===== src/hw/xc_cfg_pkg.sv =====
/* Line count, field widths, LED option and the baud divisor table. */

package xc_cfg_pkg;

	localparam int num_lines     = 4;
	localparam int line_w        = 8; // Width of the current line pointer.
	localparam int line_sel_w    = $clog2(num_lines);
	localparam int tap_w         = 3;
	localparam int taps_per_line = 4;
	localparam int idx_w         = tap_w * taps_per_line; // 12 index bits per line.
	localparam int volt_w        = 8;
	localparam int nib_w         = 4; // Test, LED, divider and baud fields.
	localparam bit has_leds      = 1'b1;

	// Prescaler width, enough for a divide by 2**15.
	localparam int pre_w = 2 ** nib_w - 1;

	// Cycles per bit, indexed by baud_sel. Short on purpose.
	localparam int baud_cnt_w = 9;
	localparam logic [baud_cnt_w-1:0] baud_div [16] = '{
		9'd16,  9'd32,  9'd48,  9'd64,
		9'd80,  9'd96,  9'd112, 9'd128,
		9'd144, 9'd160, 9'd176, 9'd192,
		9'd208, 9'd224, 9'd240, 9'd256
	};

endpackage


===== src/hw/xc_cmd_pkg.sv =====
/* Command opcodes, field positions and the packed union that decodes one command byte. */

package xc_cmd_pkg;

	localparam logic [3:0] op_clear          = 4'd0;
	localparam logic [3:0] op_set_line       = 4'd1;
	localparam logic [3:0] op_set_leds       = 4'd2;
	localparam logic [3:0] op_set_baud       = 4'd3;
	localparam logic [3:0] op_set_delay      = 4'd4; // Base of opcodes 4 to 7.
	localparam logic [3:0] op_set_freq_div   = 4'd8;
	localparam logic [3:0] op_set_voltage    = 4'd9;
	localparam logic [3:0] op_enable_test    = 4'd12;
	localparam logic [3:0] op_enable_capture = 4'd13;

	// Opcodes 4 to 7 share their upper two bits.
	localparam logic [1:0] delay_group = op_set_delay[3:2];

	localparam int chunk_w = 2; // Bits written by one SET_LINE or SET_VOLTAGE.

	typedef struct packed {
		logic [chunk_w-1:0] sel; // Chunk position, scaled by chunk_w.
		logic [chunk_w-1:0] val; // Chunk payload.
	} cmd_arg_t;

	typedef struct packed {
		cmd_arg_t   arg;    // Bits 7:4.
		logic [3:0] opcode; // Bits 3:0.
	} cmd_gen_t;

	typedef struct packed {
		logic       is_auto;   // Bit 7, auto index when set.
		logic [2:0] tap_value; // Bits 6:4.
		logic [1:0] group;     // Bits 3:2, equal to delay_group.
		logic [1:0] tap_sel;   // Bits 1:0, tap within the line.
	} cmd_dly_t;

	// Same byte, two decodings.
	typedef union packed {
		cmd_gen_t gen;
		cmd_dly_t dly;
	} cmd_word_t;

endpackage


===== src/hw/uart_rx.sv =====
/* 8N1 serial receiver, divisor picked from the baud table at each start bit. */

module uart_rx (
	input  logic                         clk,
	input  logic                         rst_n,
	input  logic                         rxd,
	input  logic [xc_cfg_pkg::nib_w-1:0] baud_sel,
	output logic                         rx_valid,
	output logic [7:0]                   rx_byte
);

	logic                              rxd_meta;  // First sync stage.
	logic                              rxd_sync;  // Second sync stage.
	logic                              rxd_prev;  // For falling edge detect.
	logic                              busy;      // Frame in progress.
	logic [3:0]                        bit_idx;   // 0 start, 1..8 data, 9 stop.
	logic [xc_cfg_pkg::baud_cnt_w-1:0] cnt;       // Cycles into current bit.
	logic [xc_cfg_pkg::baud_cnt_w-1:0] bit_len;   // Latched at start edge.
	logic [xc_cfg_pkg::baud_cnt_w-1:0] half_m1;   // Last cycle of half a bit.
	logic [xc_cfg_pkg::baud_cnt_w-1:0] full_m1;   // Last cycle of a full bit.
	logic [7:0]                        shreg;     // LSB first shift register.
	logic                              start_edge;

	assign start_edge = rxd_prev & ~rxd_sync;
	assign half_m1    = (bit_len >> 1) - 1'b1;
	assign full_m1    = bit_len - 1'b1;

	always_ff @(posedge clk or negedge rst_n) begin
		if (!rst_n) begin
			rxd_meta <= 1'b1; // Line idles high.
			rxd_sync <= 1'b1;
			rxd_prev <= 1'b1;
		end else begin
			rxd_meta <= rxd;
			rxd_sync <= rxd_meta;
			rxd_prev <= rxd_sync;
		end
	end

	always_ff @(posedge clk or negedge rst_n) begin
		if (!rst_n) begin
			busy     <= 1'b0;
			bit_idx  <= 4'd0;
			cnt      <= '0;
			bit_len  <= xc_cfg_pkg::baud_div[0];
			rx_valid <= 1'b0;
		end else begin
			rx_valid <= 1'b0; // Single cycle strobe.
			if (!busy) begin
				if (start_edge) begin
					busy    <= 1'b1;
					bit_idx <= 4'd0;
					cnt     <= '0;
					bit_len <= xc_cfg_pkg::baud_div[baud_sel]; // New rate per frame.
				end
			end else if (bit_idx == 4'd0) begin
				if (cnt == half_m1) begin
					cnt <= '0;
					if (rxd_sync)
						busy <= 1'b0; // Glitch, not a start bit.
					else
						bit_idx <= 4'd1; // Now aligned to mid-bit.
				end else begin
					cnt <= cnt + 1'b1;
				end
			end else if (cnt == full_m1) begin
				cnt <= '0;
				if (bit_idx == 4'd9) begin
					busy     <= 1'b0;
					rx_valid <= rxd_sync; // Framing error drops the byte.
				end else begin
					bit_idx <= bit_idx + 1'b1;
				end
			end else begin
				cnt <= cnt + 1'b1;
			end
		end
	end

	// Payload path.
	always_ff @(posedge clk) begin
		if (busy && bit_idx != 4'd0 && cnt == full_m1) begin
			if (bit_idx == 4'd9) begin
				if (rxd_sync)
					rx_byte <= shreg; // Held until next valid byte.
			end else begin
				shreg <= {rxd_sync, shreg[7:1]};
			end
		end
	end

endmodule


===== src/hw/cmd_parser.sv =====
/* Command decoder and register file for per-line and global correlator settings. */

module cmd_parser (
	input  logic                                                   clk,
	input  logic                                                   rst_n,
	input  logic                                                   rx_valid,
	input  logic [7:0]                                             rx_byte,
	output logic [xc_cfg_pkg::num_lines*xc_cfg_pkg::volt_w-1:0]   voltage_pwm,
	output logic [xc_cfg_pkg::num_lines*xc_cfg_pkg::nib_w-1:0]    test,
	output logic [xc_cfg_pkg::num_lines*xc_cfg_pkg::nib_w-1:0]    leds,
	output logic [xc_cfg_pkg::num_lines*xc_cfg_pkg::idx_w-1:0]    cross_idx,
	output logic [xc_cfg_pkg::num_lines*xc_cfg_pkg::idx_w-1:0]    auto_idx,
	output logic [xc_cfg_pkg::nib_w-1:0]                           clock_divider,
	output logic [xc_cfg_pkg::nib_w-1:0]                           baud_sel,
	output logic [xc_cfg_pkg::line_w-1:0]                          current_line,
	output logic                                                   integrating,
	output logic                                                   external_clock,
	output logic                                                   timestamp_reset
);

	xc_cmd_pkg::cmd_word_t                 cmd;     // Byte seen through both views.
	logic [xc_cfg_pkg::line_sel_w-1:0]     sel;     // Narrow line index.
	logic                                  line_ok; // Pointer names a real line.
	logic                                  is_dly;  // Opcode in 4..7.

	assign cmd     = rx_byte;
	assign sel     = current_line[xc_cfg_pkg::line_sel_w-1:0];
	assign line_ok = current_line < xc_cfg_pkg::num_lines;
	assign is_dly  = cmd.dly.group == xc_cmd_pkg::delay_group;

	always_ff @(posedge clk or negedge rst_n) begin
		if (!rst_n) begin
			voltage_pwm     <= '0;
			test            <= '0;
			leds            <= '0;
			cross_idx       <= '0;
			auto_idx        <= '0;
			clock_divider   <= '0;
			baud_sel        <= '0; // Receiver starts at table entry 0.
			current_line    <= '0;
			integrating     <= 1'b0;
			external_clock  <= 1'b0;
			timestamp_reset <= 1'b1; // Timestamps held until capture enabled.
		end else if (rx_valid) begin
			if (is_dly) begin
				if (line_ok) begin
					if (cmd.dly.is_auto)
						auto_idx[sel*xc_cfg_pkg::idx_w + cmd.dly.tap_sel*xc_cfg_pkg::tap_w
							+: xc_cfg_pkg::tap_w] <= cmd.dly.tap_value;
					else
						cross_idx[sel*xc_cfg_pkg::idx_w + cmd.dly.tap_sel*xc_cfg_pkg::tap_w
							+: xc_cfg_pkg::tap_w] <= cmd.dly.tap_value;
				end
			end else begin
				case (cmd.gen.opcode)
					xc_cmd_pkg::op_clear: begin
						if (line_ok) begin
							cross_idx[sel*xc_cfg_pkg::idx_w +: xc_cfg_pkg::idx_w] <= '0;
							auto_idx[sel*xc_cfg_pkg::idx_w +: xc_cfg_pkg::idx_w]  <= '0;
						end
					end
					xc_cmd_pkg::op_set_line: begin
						// Pointer built two bits at a time.
						current_line[cmd.gen.arg.sel*xc_cmd_pkg::chunk_w +: xc_cmd_pkg::chunk_w]
							<= cmd.gen.arg.val;
					end
					xc_cmd_pkg::op_set_leds: begin
						if (xc_cfg_pkg::has_leds && line_ok)
							leds[sel*xc_cfg_pkg::nib_w +: xc_cfg_pkg::nib_w] <= cmd.gen.arg;
					end
					xc_cmd_pkg::op_set_baud: begin
						baud_sel <= cmd.gen.arg; // Applies from the next start bit.
					end
					xc_cmd_pkg::op_set_freq_div: begin
						clock_divider <= cmd.gen.arg;
					end
					xc_cmd_pkg::op_set_voltage: begin
						if (line_ok)
							voltage_pwm[sel*xc_cfg_pkg::volt_w
								+ cmd.gen.arg.sel*xc_cmd_pkg::chunk_w +: xc_cmd_pkg::chunk_w]
								<= cmd.gen.arg.val;
					end
					xc_cmd_pkg::op_enable_test: begin
						if (line_ok)
							test[sel*xc_cfg_pkg::nib_w +: xc_cfg_pkg::nib_w] <= cmd.gen.arg;
					end
					xc_cmd_pkg::op_enable_capture: begin
						integrating     <= cmd.gen.arg[0];
						external_clock  <= cmd.gen.arg[1];
						timestamp_reset <= cmd.gen.arg[2];
					end
					default: begin
						// Opcodes 10, 11, 14 and 15 are reserved.
					end
				endcase
			end
		end
	end

endmodule


===== src/hw/pwm_bank.sv =====
/* PWM generators, one per line, driven from a shared prescaled 8-bit counter. */

module pwm_bank (
	input  logic                                                 clk,
	input  logic                                                 rst_n,
	input  logic [xc_cfg_pkg::num_lines*xc_cfg_pkg::volt_w-1:0] voltage_pwm,
	input  logic [xc_cfg_pkg::nib_w-1:0]                         clock_divider,
	output logic [xc_cfg_pkg::num_lines-1:0]                     pwm
);

	logic [xc_cfg_pkg::pre_w-1:0]  pre_cnt; // Free running prescaler.
	logic [xc_cfg_pkg::pre_w-1:0]  mask;    // Low bits that must all be set.
	logic                          tick;    // One per 2**clock_divider cycles.
	logic [xc_cfg_pkg::volt_w-1:0] step;    // Shared PWM phase.

	// A shift by 15 wraps to zero, so the mask becomes all ones.
	assign mask = ({{(xc_cfg_pkg::pre_w-1){1'b0}}, 1'b1} << clock_divider) - 1'b1;
	assign tick = (pre_cnt & mask) == mask;

	always_ff @(posedge clk or negedge rst_n) begin
		if (!rst_n) begin
			pre_cnt <= '0;
			step    <= '0;
		end else begin
			pre_cnt <= pre_cnt + 1'b1;
			if (tick)
				step <= step + 1'b1; // Wraps after 256 ticks.
		end
	end

	always_ff @(posedge clk or negedge rst_n) begin
		if (!rst_n) begin
			pwm <= '0;
		end else begin
			for (int i = 0; i < xc_cfg_pkg::num_lines; i++) begin
				// Duty 0 never high, 255 high on 255 of 256 steps.
				pwm[i] <= step < voltage_pwm[i*xc_cfg_pkg::volt_w +: xc_cfg_pkg::volt_w];
			end
		end
	end

endmodule


===== src/hw/xc_ctrl_top.sv =====
/* Correlator control front end: UART receiver, command parser and PWM bank. */

module xc_ctrl_top (
	input  logic                                                clk,
	input  logic                                                rst_n,
	input  logic                                                rxd,
	output logic [xc_cfg_pkg::num_lines-1:0]                    pwm,
	output logic [xc_cfg_pkg::num_lines*xc_cfg_pkg::nib_w-1:0] test,
	output logic [xc_cfg_pkg::num_lines*xc_cfg_pkg::nib_w-1:0] leds,
	output logic [xc_cfg_pkg::num_lines*xc_cfg_pkg::idx_w-1:0] cross_idx,
	output logic [xc_cfg_pkg::num_lines*xc_cfg_pkg::idx_w-1:0] auto_idx,
	output logic [xc_cfg_pkg::nib_w-1:0]                        clock_divider,
	output logic [xc_cfg_pkg::nib_w-1:0]                        baud_sel,
	output logic [xc_cfg_pkg::line_w-1:0]                       current_line,
	output logic                                                integrating,
	output logic                                                external_clock,
	output logic                                                timestamp_reset
);

	logic                                                 rx_valid;    // Byte strobe.
	logic [7:0]                                           rx_byte;     // Received command.
	logic [xc_cfg_pkg::num_lines*xc_cfg_pkg::volt_w-1:0] voltage_pwm; // Duties to PWM.

	uart_rx u_rx (
		.clk      (clk),
		.rst_n    (rst_n),
		.rxd      (rxd),
		.baud_sel (baud_sel), // Fed back from the parser.
		.rx_valid (rx_valid),
		.rx_byte  (rx_byte)
	);

	cmd_parser u_parser (
		.clk             (clk),
		.rst_n           (rst_n),
		.rx_valid        (rx_valid),
		.rx_byte         (rx_byte),
		.voltage_pwm     (voltage_pwm),
		.test            (test),
		.leds            (leds),
		.cross_idx       (cross_idx),
		.auto_idx        (auto_idx),
		.clock_divider   (clock_divider),
		.baud_sel        (baud_sel),
		.current_line    (current_line),
		.integrating     (integrating),
		.external_clock  (external_clock),
		.timestamp_reset (timestamp_reset)
	);

	pwm_bank u_pwm (
		.clk           (clk),
		.rst_n         (rst_n),
		.voltage_pwm   (voltage_pwm),
		.clock_divider (clock_divider),
		.pwm           (pwm)
	);

endmodule


===== config.mk =====
export PLATFORM = sky130hd
export DESIGN_NAME = xc_ctrl_top
export DESIGN_NICKNAME = d
export VERILOG_FILES = /design/src/hw/xc_cfg_pkg.sv /design/src/hw/xc_cmd_pkg.sv /design/src/hw/uart_rx.sv /design/src/hw/cmd_parser.sv /design/src/hw/pwm_bank.sv /design/src/hw/xc_ctrl_top.sv
export SDC_FILE = /design/constraint.sdc
export NUM_CORES = 1
export LEC_CHECK = 0
export BUFFER_PORTS_ARGS = -buffer_cell sky130_fd_sc_hd__buf_2
export CORE_MARGIN = 2
export CORE_UTILIZATION = 25
export DETAILED_ROUTE_END_ITERATION = 16
export GPL_TIMING_DRIVEN = 0
export PLACE_DENSITY_LB_ADDON = 0.2
export SLEW_MARGIN = 30
export SYNTH_ARGS = -nofsm -noshare
export SYNTH_HDL_FRONTEND = slang
export SYNTH_SLANG_ARGS = --single-unit

===== constraint.sdc =====
create_clock -name clk -period 4.19 [get_ports clk]
set_clock_uncertainty 0.05 [all_clocks]
set_input_delay 0.2095 -clock clk [delete_from_list [all_inputs] [get_ports clk]]
set_output_delay 0.2095 -clock clk [all_outputs]
set_load 0.02 [all_outputs]

==> impl_metrics.ini <==
[status]
run_status = finished clean

[global_routing]
antenna_found_initial = 0
grt_pass1_vias = 11690
grt_pass1_wl_um = 72290
grt_overflow_total = 0
gr-usage-met1_pct = 22.58
grt_max_degree = 80
use_met2_pct = 27.11
grt_most_used_layer = met2
track_usage_pct = 16.51
grt.met3_usage_pct = 2.483

[synth]
synth_seq_area_share_pct = 46.01
synthArstFlopShare_pct = 93.47
synthCells = 1417
synth-edff-count = 16
synth_area_um2 = 13510
ys.warnings.count = 0
syn_avg_cell_area_um2 = 9.535
synth_area_leader_cell = dfrtp_1
synth-main-ff-cell = dfrtp_1
ys_seq_elements = 245
synth_top_cell_area_share_pct = 41.49
synth_cell_type_count = 82
synth_area_leaders = dfrtp_1 41%, ha_1 5.6%, nand2_1 5.3%
syn-num-nets = 1480

[min_path]
hold_path.class = primary input to async pin

[placed_design]
port_buffers = 153
dp_cells = 2268
dp_slack_ps = -733.6
place_hpwl_um = 34820
gp_congestion = 0.9020

[power]
powerDensity_nw_per_um2 = 326.3
power_leakage_nw = 7.393
ir_worst_vdd_mv = 0.2961

[timing]
fmax_mhz = 245.3
fin_hold_ws_ps = 166.2
finalSetupViolCount = 0
hold_viol = 0
drv_slew = 0
worstMarginPinSlew_ps = 990.7
fin_crit_sh_pct = 97.31
min_period_ps = 4077
setup_slack_ps = 112.9
slew_headroom_pct = 33.95

[job]
drv_cap = 0

[drt]
drc = 0
drtIter0Drc = 805
via_per_inst = 5.035
post_drt_wl_per_cell_um = 19.86
routed_wl_um = 46760
postRouteAntennaNets = 0
drt-pass1-iter-count = 5
routed-via-count = 11850

[floorplanning]
core_um2 = 53600
die_h_um = 236.5
rows = 85
dieWidth_um = 236.5
pin_count = 154
die_area_um2 = 55920
initial_core_util_pct = 25.21

[critical_path]
cp.arrival_ps = 4550
cp_max_fo = 10
cp.required_ps = 4660
endpoint_kind = flip-flop
critPathLaunchType = flip-flop
crit_type = flip-flop to flip-flop

[clock_network]
tritoncts = built
path_clk_slew_ps = 60
cts.sinks = 245
cts_buffers = 30
cts_root_buffer = clkbuf_16
insertion_delay_ps = 590
clk_path_buf_depth = 3
htree_levels = 1

[final_layout]
area_growth_syn_to_layout_pct = 23.86
layout.nets = 1697
drive_gt1_share_pct = 21.23
fin_cells = 2354
n_antenna_cell = 0
## cells by family (layout without fill, tap and decap cells)
kind of cell,Yosys count,in the layout,share of synthesized area [%]
flip-flops,245,245,46.01
buffers and inverters,132,373,3.880
multiplexers,46,46,3.648
XOR/XNOR,38,38,2.463
AND/OR/NAND/NOR,508,508,18.61
AO/OA/AOI/OAI,386,386,19.67
adder cells (fa/ha/maj),62,62,5.713
## registers in the layout (all words and copies together) (netlist names), 4 cells and up
name                    flops
u_pwm.pre_cnt              15
u_rx.rx_byte                8
u_parser.baud_sel           4
u_parser.current_line       8
u_pwm.pwm                   4
u_parser.test              16
u_rx.bit_idx                4
u_parser.leds              16
u_parser.cross_idx         48
u_parser.clock_divider      4
u_parser.voltage_pwm       32
u_rx.cnt                    9
u_rx.bit_len                5
u_pwm.step                  8
u_parser.auto_idx          48
u_rx.shreg                  8
## critical path, stage by stage, from the launching register on
cell	delay [ps]
dfrtp_2	420
buf_12	140
inv_8	50
ha_1	230
buf_6	130
buf_8	140
xor2_1	160
ha_2	190
and2_1	130
maj3_1	340
nand2_1	70
o21ai_1	60
a21oi_1	200
nor2_2	70
ha_4	180
a21oi_4	130
or3b_4	410
or4_4	580
nor2_4	150
mux2_2	170
## layout by cell type, fill, tap and decap left out, drive strengths merged, types with 7 or more instances in the layout
cell / netlist / routed
nand3b: 7 / 7
nor3b: 11 / 11
and2: 18 / 18
xnor2: 28 / 28
a22o: 13 / 13
nor4: 10 / 10
inv: 51 / 52
o31ai: 49 / 49
mux2: 26 / 26
nand3: 58 / 58
nor2b: 16 / 16
o41ai: 21 / 21
dfrtp: 224 / 224
clkbuf: 57 / 89
a21boi: 9 / 9
clkinv: 0 / 15
a21oi: 36 / 36
nand4: 17 / 17
o211ai: 53 / 53
mux2i: 20 / 20
ha: 60 / 60
nand2: 190 / 190
edfxtp: 16 / 16
o311ai: 16 / 16
buf: 24 / 209
nor3: 39 / 39
a21o: 19 / 19
nor2: 77 / 77
or4: 9 / 9
o22ai: 12 / 12
o21ai: 107 / 107
and3: 20 / 20
xor2: 10 / 10
nand2b: 12 / 12
## layer usage
| metal | routed length (µm) | vias up |
|---|---|---|
| li1 | - | 5662 |
| met1 | 21520 | 5844 |
| met2 | 21910 | 285 |
| met3 | 2115 | 61 |
| met4 | 1212 | 0 |
| met5 | 0 | - |
## power by group
part / leakage (nW) / total, mW / switching (mW) / internal [mW]
Sequential: 3.28 / 2.49 / 0.0560 / 2.44
Combinational: 3.63 / 0.354 / 0.212 / 0.141
Clock: 0.483 / 2.61 / 1.10 / 1.52
Total: 7.39 / 5.46 / 1.37 / 4.09
## per-stage QoR
| step | util (%) | TNS [ps] | area, µm² | power (mW) |
|---|---|---|---|---|
| floorplan | - | 0 | 13540 | 2.765 |
| global placement | 28.32 | -377340 | 15180 | 2.873 |
| detailed placement | 28.48 | -44190 | 15270 | 2.892 |
| CTS | 30.78 | -102.6 | 16500 | 5.560 |
| global route | 31.22 | -16.39 | 16740 | 5.719 |
| finish | 31.22 | 0 | 16740 | 5.461 |
## final timing paths
path,startpoint,endpoint,slack (ps),depth (start not counted)
setup reg to reg,u_parser.current_line[0],u_parser.auto_idx[13],110,19
min in group clk,rxd,u_rx.rxd_meta,220,2
hold reg to reg,u_rx.rxd_meta,u_rx.rxd_sync,310,0
setup / recovery,u_parser.current_line[0],u_parser.auto_idx[13],110,19
max in group asynchronous,rst_n,u_parser.timestamp_reset,3060,3
hold / removal,rst_n,u_parser.auto_idx[36],170,2
## synth_stat cells, types with 6 or more instances
master	instances
a22o_1	13
nor2b_1	16
o31ai_1	48
buf_1	6
nand2b_1	12
mux2i_1	20
inv_1	50
clkbuf_1	57
mux2_2	26
o21ai_0	101
o21ai_1	6
a311oi_1	6
a211oi_1	6
o311ai_0	14
o211ai_1	52
buf_2	17
ha_1	60
o41ai_1	21
edfxtp_1	16
xor2_1	10
a21boi_0	7
nor4_1	9
nand3b_1	7
nand4_1	17
and3_1	20
nor3b_1	10
o22ai_1	12
nand2_1	190
nor3_1	37
a21o_1	19
nand3_1	58
xnor2_1	28
nor2_1	74
dfrtp_1	224
or4_1	7
and2_1	18
a21oi_1	35
## layout make-up
type	count	area [µm²]
plain buffers	78	389.1
clock buffers	34	775.7
clock inverters	22	207.7
fillers	5677	36870
inverters	51	198.9
multi-input cells	1040	6990
flip-flops and latches	245	6220
well taps	696	870.8
repair buffers	188	1084
## timing repair
item	in CTS	in global routing
pin swaps	7	11
buffers inserted	14	17
setup endpoints to repair	94	90
hold buffers	2	0
gates resized for setup	34	46
hold endpoints to repair	72	0
Note: power is estimated with default switching activity, not from simulation.
